[src/cpu_pkg.sv]
package cpu_pkg;

  ////////////////////
  // widths
  ////////////////////
  localparam int data_width    = 32;
  localparam int addr_width    = 16;
  localparam int inst_width    = 32;
  localparam int num_regs_log2 = 5;
  localparam int imm_width     = 16;

  // instruction fields, opcode on top
  localparam int opcode_msb = 31;
  localparam int opcode_lsb = 26;
  localparam int rs_msb     = 25;
  localparam int rs_lsb     = 21;
  localparam int rt_msb     = 20;
  localparam int rt_lsb     = 16;
  localparam int rd_msb     = 15;
  localparam int rd_lsb     = 11;
  localparam int imm_msb    = 15;
  localparam int imm_lsb    = 0;

  ////////////////////
  // encodings
  ////////////////////
  typedef enum logic [5:0] {
    op_nop  = 6'd0,
    op_add  = 6'd1,
    op_sub  = 6'd2,
    op_and  = 6'd3,
    op_or   = 6'd4,
    op_slt  = 6'd5,
    op_addi = 6'd6,
    op_lw   = 6'd7,
    op_sw   = 6'd8,
    op_beq  = 6'd9
  } opcode_e;

  typedef enum logic [2:0] {
    alu_add = 3'd0,
    alu_sub = 3'd1,
    alu_and = 3'd2,
    alu_or  = 3'd3,
    alu_slt = 3'd4
  } alu_op_e;

  typedef enum logic [1:0] {
    mem_none  = 2'd0,
    mem_read  = 2'd1,
    mem_write = 2'd2
  } mem_op_e;

  typedef enum logic [1:0] {
    fwd_reg    = 2'd0,
    fwd_ex_mem = 2'd1,
    fwd_mem_wb = 2'd2
  } fwd_sel_e;

  ////////////////////
  // pipeline records
  ////////////////////
  typedef struct packed {
    logic    reg_write;
    logic    mem_to_reg;
    mem_op_e mem_op;
    alu_op_e alu_op;
    logic    alu_src;
    logic    reg_dst;
    logic    branch;
  } ctrl_t;

  typedef struct packed {
    logic                     valid;
    ctrl_t                    ctrl;
    logic [num_regs_log2-1:0] rs;
    logic [num_regs_log2-1:0] rt;
    logic [num_regs_log2-1:0] rd;
    logic [data_width-1:0]    read_data_a;
    logic [data_width-1:0]    read_data_b;
    logic [imm_width-1:0]     imm;
  } id_ex_t;

  typedef struct packed {
    logic                     valid;
    logic                     reg_write;
    logic                     mem_to_reg;
    mem_op_e                  mem_op;
    logic [num_regs_log2-1:0] dst;
    logic [data_width-1:0]    alu_result;
    logic [data_width-1:0]    store_data;
  } ex_mem_t;

  typedef struct packed {
    logic                     valid;
    logic                     reg_write;
    logic                     mem_to_reg;
    logic [num_regs_log2-1:0] dst;
    logic [data_width-1:0]    alu_result;
    logic [data_width-1:0]    read_data;
  } mem_wb_t;

endpackage

[src/program_counter.sv]
`timescale 1ns/100ps

module program_counter (
  input  logic                           clk,
  input  logic                           reset,
  input  logic                           stall,
  input  logic                           branch_taken,
  input  logic [cpu_pkg::addr_width-1:0] branch_target,
  output logic [cpu_pkg::addr_width-1:0] pc
);

  // taken branch beats a load-use stall
  always_ff @(posedge clk) begin
    if (reset) begin
      pc <= '0;
    end else if (branch_taken) begin
      pc <= branch_target;
    end else if (!stall) begin
      // word addressed, so one step per instruction
      pc <= pc + 1'b1;
    end
  end

endmodule

[src/control_unit.sv]
`timescale 1ns/100ps

module control_unit (
  input  cpu_pkg::opcode_e opcode,
  output cpu_pkg::ctrl_t   ctrl
);

  import cpu_pkg::*;

  always_comb begin
    // nop defaults, also used for unknown opcodes
    ctrl.reg_write  = 1'b0;
    ctrl.mem_to_reg = 1'b0;
    ctrl.mem_op     = mem_none;
    ctrl.alu_op     = alu_add;
    ctrl.alu_src    = 1'b0;
    ctrl.reg_dst    = 1'b0;
    ctrl.branch     = 1'b0;

    case (opcode)
      op_add, op_sub, op_and, op_or, op_slt: begin
        ctrl.reg_write = 1'b1;
        ctrl.reg_dst   = 1'b1;
        case (opcode)
          op_sub:  ctrl.alu_op = alu_sub;
          op_and:  ctrl.alu_op = alu_and;
          op_or:   ctrl.alu_op = alu_or;
          op_slt:  ctrl.alu_op = alu_slt;
          default: ctrl.alu_op = alu_add;
        endcase
      end
      op_addi: begin
        ctrl.reg_write = 1'b1;
        ctrl.alu_src   = 1'b1;
      end
      op_lw: begin
        ctrl.reg_write  = 1'b1;
        ctrl.mem_to_reg = 1'b1;
        ctrl.mem_op     = mem_read;
        ctrl.alu_src    = 1'b1;
      end
      op_sw: begin
        ctrl.mem_op  = mem_write;
        ctrl.alu_src = 1'b1;
      end
      op_beq: begin
        // compare rs with rt, target comes from the immediate
        ctrl.alu_op = alu_sub;
        ctrl.branch = 1'b1;
      end
      default: begin
      end
    endcase
  end

endmodule

[src/register_file.sv]
`timescale 1ns/100ps

module register_file (
  input  logic                              clk,
  input  logic                              reset,
  input  logic [cpu_pkg::num_regs_log2-1:0] read_addr_a,
  input  logic [cpu_pkg::num_regs_log2-1:0] read_addr_b,
  output logic [cpu_pkg::data_width-1:0]    read_data_a,
  output logic [cpu_pkg::data_width-1:0]    read_data_b,
  input  logic                              write_en,
  input  logic [cpu_pkg::num_regs_log2-1:0] write_addr,
  input  logic [cpu_pkg::data_width-1:0]    write_data
);

  import cpu_pkg::*;

  logic [data_width-1:0] regs [2**num_regs_log2];
  logic                  write_live;

  // r0 never takes a write
  assign write_live = write_en && (write_addr != '0);

  always_ff @(posedge clk) begin
    if (reset) begin
      for (int i = 0; i < 2**num_regs_log2; i++) begin
        regs[i] <= '0;
      end
    end else if (write_live) begin
      regs[write_addr] <= write_data;
    end
  end

  // write-back in the same cycle is seen by decode
  assign read_data_a = (write_live && write_addr == read_addr_a) ? write_data : regs[read_addr_a];
  assign read_data_b = (write_live && write_addr == read_addr_b) ? write_data : regs[read_addr_b];

endmodule

[src/hazard_unit.sv]
`timescale 1ns/100ps

module hazard_unit (
  input  logic [cpu_pkg::num_regs_log2-1:0] decode_rs,
  input  logic [cpu_pkg::num_regs_log2-1:0] decode_rt,
  input  cpu_pkg::id_ex_t                   id_ex,
  input  cpu_pkg::ex_mem_t                  ex_mem,
  input  cpu_pkg::mem_wb_t                  mem_wb,
  input  logic                              branch_taken,
  output logic                              stall,
  output logic                              flush,
  output cpu_pkg::fwd_sel_e                 fwd_a,
  output cpu_pkg::fwd_sel_e                 fwd_b
);

  import cpu_pkg::*;

  // youngest producer wins
  function automatic fwd_sel_e pick_source(input logic [num_regs_log2-1:0] src,
                                           input ex_mem_t em,
                                           input mem_wb_t mw);
    if (em.valid && em.reg_write && em.dst != '0 && em.dst == src) begin
      return fwd_ex_mem;
    end
    if (mw.valid && mw.reg_write && mw.dst != '0 && mw.dst == src) begin
      return fwd_mem_wb;
    end
    return fwd_reg;
  endfunction

  // load in execute feeding the instruction in decode
  assign stall = id_ex.valid && (id_ex.ctrl.mem_op == mem_read) && (id_ex.rt != '0) &&
                 ((id_ex.rt == decode_rs) || (id_ex.rt == decode_rt));

  // branch resolves in execute, two younger slots are dead
  assign flush = branch_taken;

  assign fwd_a = pick_source(id_ex.rs, ex_mem, mem_wb);
  assign fwd_b = pick_source(id_ex.rt, ex_mem, mem_wb);

endmodule

[src/alu.sv]
`timescale 1ns/100ps

module alu (
  input  cpu_pkg::alu_op_e                alu_op,
  input  logic [cpu_pkg::data_width-1:0]  operand_a,
  input  logic [cpu_pkg::data_width-1:0]  operand_b,
  output logic [cpu_pkg::data_width-1:0]  result,
  output logic                            zero,
  output logic                            less,
  output logic                            greater
);

  import cpu_pkg::*;

  // flags come straight from a signed compare
  assign zero    = (operand_a == operand_b);
  assign less    = ($signed(operand_a) < $signed(operand_b));
  assign greater = ($signed(operand_a) > $signed(operand_b));

  always_comb begin
    case (alu_op)
      alu_add: begin
        result = operand_a + operand_b;
      end
      alu_sub: begin
        result = operand_a - operand_b;
      end
      alu_and: begin
        result = operand_a & operand_b;
      end
      alu_or: begin
        result = operand_a | operand_b;
      end
      alu_slt: begin
        result = {{(data_width-1){1'b0}}, less};
      end
      default: begin
        result = '0;
      end
    endcase
  end

endmodule

[src/processor.sv]
`timescale 1ns/100ps

module processor (
  input  logic                           clk,
  input  logic                           reset,
  output logic [cpu_pkg::addr_width-1:0] pc,
  input  logic [cpu_pkg::inst_width-1:0] instruction,
  output logic [cpu_pkg::addr_width-1:0] address_out,
  output logic [cpu_pkg::data_width-1:0] write_data_out,
  output cpu_pkg::mem_op_e               mem_op_out,
  input  logic [cpu_pkg::data_width-1:0] read_data
);

  import cpu_pkg::*;

  logic [inst_width-1:0]    if_id_inst;
  logic                     if_id_valid;
  opcode_e                  dec_opcode;
  logic [num_regs_log2-1:0] dec_rs;
  logic [num_regs_log2-1:0] dec_rt;
  logic [num_regs_log2-1:0] dec_rd;
  ctrl_t                    dec_ctrl;
  logic [data_width-1:0]    reg_data_a;
  logic [data_width-1:0]    reg_data_b;
  id_ex_t                   id_ex, id_ex_next;
  ex_mem_t                  ex_mem, ex_mem_next;
  mem_wb_t                  mem_wb, mem_wb_next;
  logic                     stall;
  logic                     flush;
  fwd_sel_e                 fwd_a;
  fwd_sel_e                 fwd_b;
  logic [data_width-1:0]    ex_operand_a;
  logic [data_width-1:0]    ex_rt_value;
  logic [data_width-1:0]    ex_operand_b;
  logic [data_width-1:0]    alu_result;
  logic                     alu_zero;
  logic                     branch_taken;
  logic [data_width-1:0]    wb_data;

  ////////////////////
  // fetch
  ////////////////////
  program_counter i_program_counter (
    .clk           (clk),
    .reset         (reset),
    .stall         (stall),
    .branch_taken  (branch_taken),
    .branch_target (id_ex.imm[addr_width-1:0]),
    .pc            (pc)
  );

  always_ff @(posedge clk) begin
    if (!stall) begin
      if_id_inst <= instruction;
    end
    if (reset || flush) begin
      if_id_valid <= 1'b0;
    end else if (!stall) begin
      if_id_valid <= 1'b1;
    end
  end

  ////////////////////
  // decode
  ////////////////////
  assign dec_opcode = opcode_e'(if_id_inst[opcode_msb:opcode_lsb]);
  assign dec_rs     = if_id_inst[rs_msb:rs_lsb];
  assign dec_rt     = if_id_inst[rt_msb:rt_lsb];
  assign dec_rd     = if_id_inst[rd_msb:rd_lsb];

  control_unit i_control_unit (
    .opcode (dec_opcode),
    .ctrl   (dec_ctrl)
  );

  register_file i_register_file (
    .clk         (clk),
    .reset       (reset),
    .read_addr_a (dec_rs),
    .read_addr_b (dec_rt),
    .read_data_a (reg_data_a),
    .read_data_b (reg_data_b),
    .write_en    (mem_wb.valid && mem_wb.reg_write),
    .write_addr  (mem_wb.dst),
    .write_data  (wb_data)
  );

  hazard_unit i_hazard_unit (
    .decode_rs    (dec_rs),
    .decode_rt    (dec_rt),
    .id_ex        (id_ex),
    .ex_mem       (ex_mem),
    .mem_wb       (mem_wb),
    .branch_taken (branch_taken),
    .stall        (stall),
    .flush        (flush),
    .fwd_a        (fwd_a),
    .fwd_b        (fwd_b)
  );

  always_comb begin
    // a stall or flush turns this slot into a bubble
    id_ex_next.valid       = if_id_valid && !stall && !flush;
    id_ex_next.ctrl        = dec_ctrl;
    id_ex_next.rs          = dec_rs;
    id_ex_next.rt          = dec_rt;
    id_ex_next.rd          = dec_rd;
    id_ex_next.read_data_a = reg_data_a;
    id_ex_next.read_data_b = reg_data_b;
    id_ex_next.imm         = if_id_inst[imm_msb:imm_lsb];
  end

  always_ff @(posedge clk) begin
    id_ex <= id_ex_next;
    if (reset) begin
      id_ex.valid <= 1'b0;
    end
  end

  ////////////////////
  // execute
  ////////////////////
  always_comb begin
    case (fwd_a)
      fwd_ex_mem: ex_operand_a = ex_mem.alu_result;
      fwd_mem_wb: ex_operand_a = wb_data;
      default:    ex_operand_a = id_ex.read_data_a;
    endcase
    case (fwd_b)
      fwd_ex_mem: ex_rt_value = ex_mem.alu_result;
      fwd_mem_wb: ex_rt_value = wb_data;
      default:    ex_rt_value = id_ex.read_data_b;
    endcase
  end

  // immediate is zero-extended
  assign ex_operand_b = id_ex.ctrl.alu_src ?
                        {{(data_width-imm_width){1'b0}}, id_ex.imm} : ex_rt_value;

  alu i_alu (
    .alu_op    (id_ex.ctrl.alu_op),
    .operand_a (ex_operand_a),
    .operand_b (ex_operand_b),
    .result    (alu_result),
    .zero      (alu_zero),
    .less      (),
    .greater   ()
  );

  assign branch_taken = id_ex.valid && id_ex.ctrl.branch && alu_zero;

  always_comb begin
    ex_mem_next.valid      = id_ex.valid;
    ex_mem_next.reg_write  = id_ex.ctrl.reg_write;
    ex_mem_next.mem_to_reg = id_ex.ctrl.mem_to_reg;
    ex_mem_next.mem_op     = id_ex.ctrl.mem_op;
    ex_mem_next.dst        = id_ex.ctrl.reg_dst ? id_ex.rd : id_ex.rt;
    ex_mem_next.alu_result = alu_result;
    ex_mem_next.store_data = ex_rt_value;
  end

  always_ff @(posedge clk) begin
    ex_mem <= ex_mem_next;
    if (reset) begin
      ex_mem.valid <= 1'b0;
    end
  end

  ////////////////////
  // memory
  ////////////////////
  assign address_out    = ex_mem.alu_result[addr_width-1:0];
  assign write_data_out = ex_mem.store_data;
  assign mem_op_out     = ex_mem.valid ? ex_mem.mem_op : mem_none;

  always_comb begin
    mem_wb_next.valid      = ex_mem.valid;
    mem_wb_next.reg_write  = ex_mem.reg_write;
    mem_wb_next.mem_to_reg = ex_mem.mem_to_reg;
    mem_wb_next.dst        = ex_mem.dst;
    mem_wb_next.alu_result = ex_mem.alu_result;
    mem_wb_next.read_data  = read_data;
  end

  always_ff @(posedge clk) begin
    mem_wb <= mem_wb_next;
    if (reset) begin
      mem_wb.valid <= 1'b0;
    end
  end

  // write-back select, also the mem/wb forwarding value
  assign wb_data = mem_wb.mem_to_reg ? mem_wb.read_data : mem_wb.alu_result;

endmodule

[config.mk]
export PLATFORM = sky130hd
export DESIGN_NAME = processor
export DESIGN_NICKNAME = d
export VERILOG_FILES = /design/src/cpu_pkg.sv /design/src/program_counter.sv /design/src/control_unit.sv /design/src/register_file.sv /design/src/hazard_unit.sv /design/src/alu.sv /design/src/processor.sv
export SDC_FILE = /design/constraint.sdc
export NUM_CORES = 2
export LEC_CHECK = 0
export BUFFER_PORTS_ARGS = -buffer_cell sky130_fd_sc_hd__buf_2
export CAP_MARGIN = 0
export CORE_MARGIN = 1.5
export CORE_UTILIZATION = 64
export DETAILED_ROUTE_END_ITERATION = 6
export GPL_ROUTABILITY_DRIVEN = 0
export PLACE_DENSITY = 0.84
export SYNTH_ARGS = -nofsm -noshare
export SYNTH_HDL_FRONTEND = slang
export SYNTH_HIERARCHICAL = 1
export SYNTH_SLANG_ARGS = --single-unit
[constraint.sdc]
create_clock -name clk -period 6.5 [get_ports clk]
set_input_delay 0.65 -clock clk [delete_from_list [all_inputs] [get_ports clk]]
set_output_delay 0.65 -clock clk [all_outputs]
set_load 0.01 [all_outputs]
==> report_table.html <==
<table>
<tr><th>Metric</th><th>Value</th></tr>
<tr><th colspan="2">Drt</th></tr>
<tr><td>Total number of vias</td><td>47940</td></tr>
<tr><td>Drc violations</td><td>56</td></tr>
<tr><td>Detailed Route WL</td><td>207800 microns</td></tr>
<tr><td>Routed wire length per instance</td><td>31.98 microns</td></tr>
<tr><td>DR pass1 iterations</td><td>7</td></tr>
<tr><td>Routed wire length on met3</td><td>34730 microns</td></tr>
<tr><td>Antenna viol nets, final</td><td>0</td></tr>
<tr><td>Detailed-route vias per instance</td><td>7.378</td></tr>
<tr><td>Met2 routed wirelength</td><td>93830 microns</td></tr>
<tr><td>Met1 Routed Length</td><td>66750 microns</td></tr>
<tr><td>Uppermost layer routed</td><td>met5</td></tr>
<tr><td>Initial drt markers</td><td>8655</td></tr>
<tr><th colspan="2">Critical path</th></tr>
<tr><td>Crit path max fanout</td><td>15</td></tr>
<tr><td>Crit path max-delay cell type</td><td>o41ai_1</td></tr>
<tr><td>Reg2reg path depth</td><td>20</td></tr>
<tr><td>Data required, critical path</td><td>7130 ps</td></tr>
<tr><td>Cell Chain, Critical Path</td><td>or4_1 -&gt; o211ai_1 -&gt; or4_2 -&gt; nor4_2 -&gt; inv_1 -&gt; ha_1 -&gt; buf_4 -&gt; a22oi_1 -&gt; o21ai_0 -&gt; inv_1 -&gt; ha_1 -&gt; and3_1 -&gt; nand4_1 -&gt; nor2_1 -&gt; nand3_1 -&gt; o41ai_1 -&gt; nor4_1 -&gt; mux2_2 -&gt; a221oi_1 -&gt; o21ai_1</td></tr>
<tr><td>Worst stage delay on the critical path</td><td>770 ps</td></tr>
<tr><td>Critical path class</td><td>register to register</td></tr>
<tr><td>Element type at the critical path start</td><td>register</td></tr>
<tr><td>Crit. End Element</td><td>register</td></tr>
<tr><td>Worst endpoint data arrival time</td><td>6950 ps</td></tr>
<tr><th colspan="2">Floorplan</th></tr>
<tr><td>Die height</td><td>332.1 microns</td></tr>
<tr><td>Area of the core</td><td>107200 sq um</td></tr>
<tr><td>Die area</td><td>110300 sq um</td></tr>
<tr><td>Effective utilization at floorplan</td><td>64.66%</td></tr>
<tr><td>Die boundary width</td><td>332.1 microns</td></tr>
<tr><td>Top Ports</td><td>132</td></tr>
<tr><td>Placement Rows</td><td>120</td></tr>
<tr><th colspan="2">STA</th></tr>
<tr><td>Setup repair after global routing missed its margin</td><td>no</td></tr>
<tr><td>Peak clock frequency supported by timing</td><td>158.2 MHz</td></tr>
<tr><td>Total count of hold-check failures in the final report</td><td>0</td></tr>
<tr><td>TNS Setup</td><td>0 ps</td></tr>
<tr><td>Worst-margin pin slew</td><td>1251 ps</td></tr>
<tr><td>Portion of the clock cycle consumed by the worst path in the final layout</td><td>97.25%</td></tr>
<tr><td>Min cycle time layout</td><td>6322 ps</td></tr>
<tr><td>Number of pins exceeding their max-slew limit in the final report</td><td>0</td></tr>
<tr><td>Final setup skew</td><td>41.33 ps</td></tr>
<tr><td>Number of failing setup endpoints in the final timing report</td><td>0</td></tr>
<tr><td>Headroom to the max-slew limit</td><td>16.60%</td></tr>
<tr><th colspan="2">Min path</th></tr>
<tr><td>Hold Path Class</td><td>input port to register</td></tr>
<tr><td>Hold Path Depth</td><td>1</td></tr>
<tr><th colspan="2">Layout</th></tr>
<tr><td>Fraction of final layout cells sized beyond drive strength 1</td><td>19.85%</td></tr>
<tr><td>Area growth syn-to-layout</td><td>7.498%</td></tr>
<tr><td>Commonest cells after routing, fill and taps aside</td><td>1056 x edfxtp_1, 996 x and2_1, 425 x mux4_2</td></tr>
<tr><td>Layout Cell Area excl Fill</td><td>74510 sq um</td></tr>
<tr><td>Number of nets at the end of the flow</td><td>5160</td></tr>
<tr><td>Most common cell after layout, fill and taps aside</td><td>edfxtp_1</td></tr>
<tr><th colspan="2">Pwr</th></tr>
<tr><td>VDD IR max</td><td>195.0 uV</td></tr>
<tr><td>Pwr per Cell Area</td><td>298.4 nW/um^2</td></tr>
<tr><td>Leakage dissipation</td><td>27.66 nW</td></tr>
<tr><th colspan="2">Global route</th></tr>
<tr><td>Antenna violations before repair</td><td>29</td></tr>
<tr><td>First-pass GRT wire length</td><td>304400 microns</td></tr>
<tr><td>Total gr overflow</td><td>0</td></tr>
<tr><td>Overall routing resource usage</td><td>37.44%</td></tr>
<tr><td>Number of global-route vias before repair</td><td>46970</td></tr>
<tr><td>Largest net degree at the start of global routing</td><td>134</td></tr>
<tr><th colspan="2">Synthesis</th></tr>
<tr><td>Number of instances in the synthesized netlist</td><td>5080</td></tr>
<tr><td>Synthesis warning total</td><td>6</td></tr>
<tr><td>Post-synthesis average cell area</td><td>13.64 sq um</td></tr>
<tr><td>Post-Synthesis Cell Area</td><td>69320 sq um</td></tr>
<tr><th colspan="2">Placement</th></tr>
<tr><td>Placement-stage cell area</td><td>69760 sq um</td></tr>
<tr><td>Port buffer count</td><td>131</td></tr>
<tr><td>Total half-perimeter wirelength after legalization and detailed placement</td><td>127100 microns</td></tr>
<tr><th colspan="2">Status</th></tr>
<tr><td>Run status</td><td>finished, violations left</td></tr>
<tr><td>Violated checks</td><td>DRC</td></tr>
<tr><th colspan="2">CTS</th></tr>
<tr><td>Clk pin slew, worst setup/hold paths</td><td>70 ps</td></tr>
<tr><td>Maximum root-to-sink buffer count</td><td>3</td></tr>
<tr><td>TritonCTS clock tree</td><td>done</td></tr>
<tr><td>Clock sink total</td><td>1320</td></tr>
<tr><td>Clk Latency, worst-skew pair</td><td>780 ps</td></tr>
<tr><td>Number of buffers added by the clock tree synthesis step</td><td>135</td></tr>
<tr><td>Clock Tree Root</td><td>clkbuf_16</td></tr>
<tr><td>Max H-tree Level</td><td>4</td></tr>
<tr><td>Post-CTS setup buffers</td><td>0</td></tr>
<tr><th colspan="2">Run</th></tr>
<tr><td>Max_cap viols</td><td>0</td></tr>
</table>
[power breakdown]
group / internal (mW) / switching, mW / leakage [nW]
sequential: 9.71 / 0.451 / 13.0
clock: 4.44 / 3.28 / 2.17
combinational: 1.39 / 2.97 / 12.5
total: 15.5 / 6.70 / 27.7
[worst max-delay path: cells and delay by family, from the launching register on]
kind | cells | cell delay, ps
DFF | 1 | 580
adders and majority gates | 2 | 850
muxes | 1 | 310
AOI/OAI and AO/OA | 6 | 1680
buffers and inverters | 3 | 510
and+or+nand+nor | 8 | 2250
[area by class of cell]
class                           instances  area (sq um)
Sequential cell                      1320         37000
Fill cell                            6545         32690
Multi-Input combinational cell       3152         29110
Clock buffer                          176          3835
Timing Repair Buffer                  258          1799
Tap cell                             1403          1755
Clock inverter                         67         553.0
Inverter                              114         434.2
Antenna cell                            7         17.52
Timing Repair inverter                  1         7.507
[path summary, 6_finish.rpt]
path | from | slack [ps] | to
worst min register to register | ex_mem[71] | 330 | mem_wb[69]
worst max-delay path | mem_wb[64] | 180 | ex_mem[61]
worst max register to register | mem_wb[64] | 180 | ex_mem[61]
worst min-delay path | read_data[16] | 20 | mem_wb[16]
[metrics by stage]
step                      total power, mW  hold WS, ps  utilization (%)  worst slack, ps  instances
final                               22.24        21.17            69.51            178.5       6498
after global routing                22.73        7.866            69.49            28.63       6492
after detailed placement            14.35        312.0            65.07            282.5       6217
after global placement              14.23        310.9            65.07            439.1       6217
after CTS                           21.98       0.8407            69.45            214.0       6490
after floorplan                     13.05        309.6                -             1226       5111
[per-layer routing]
| metal | vias to the layer above | track usage (%) |
|---|---|---|
| met5 | - | 0.6079 |
| li1 | 18990 | - |
| met2 | 4741 | 57.34 |
| met4 | 36 | 18.90 |
| met1 | 23260 | 47.47 |
| met3 | 912 | 13.21 |
[state kept, by name, indices dropped and copies added (netlist names), 16 cells and up]
register and flops:
id_ex 96, address_out 16, write_data_out 32, if_id_inst 32
i_register_file/regs 1024, mem_wb 72, ex_mem 26, i_program_counter/pc 16
[repair_timing]
item	CTS	global route
hold buffers	30	0
gates resized for setup	0	12
setup endpoints to repair	0	23
hold endpoints to repair	30	0
(Power assumes the default switching activity.)
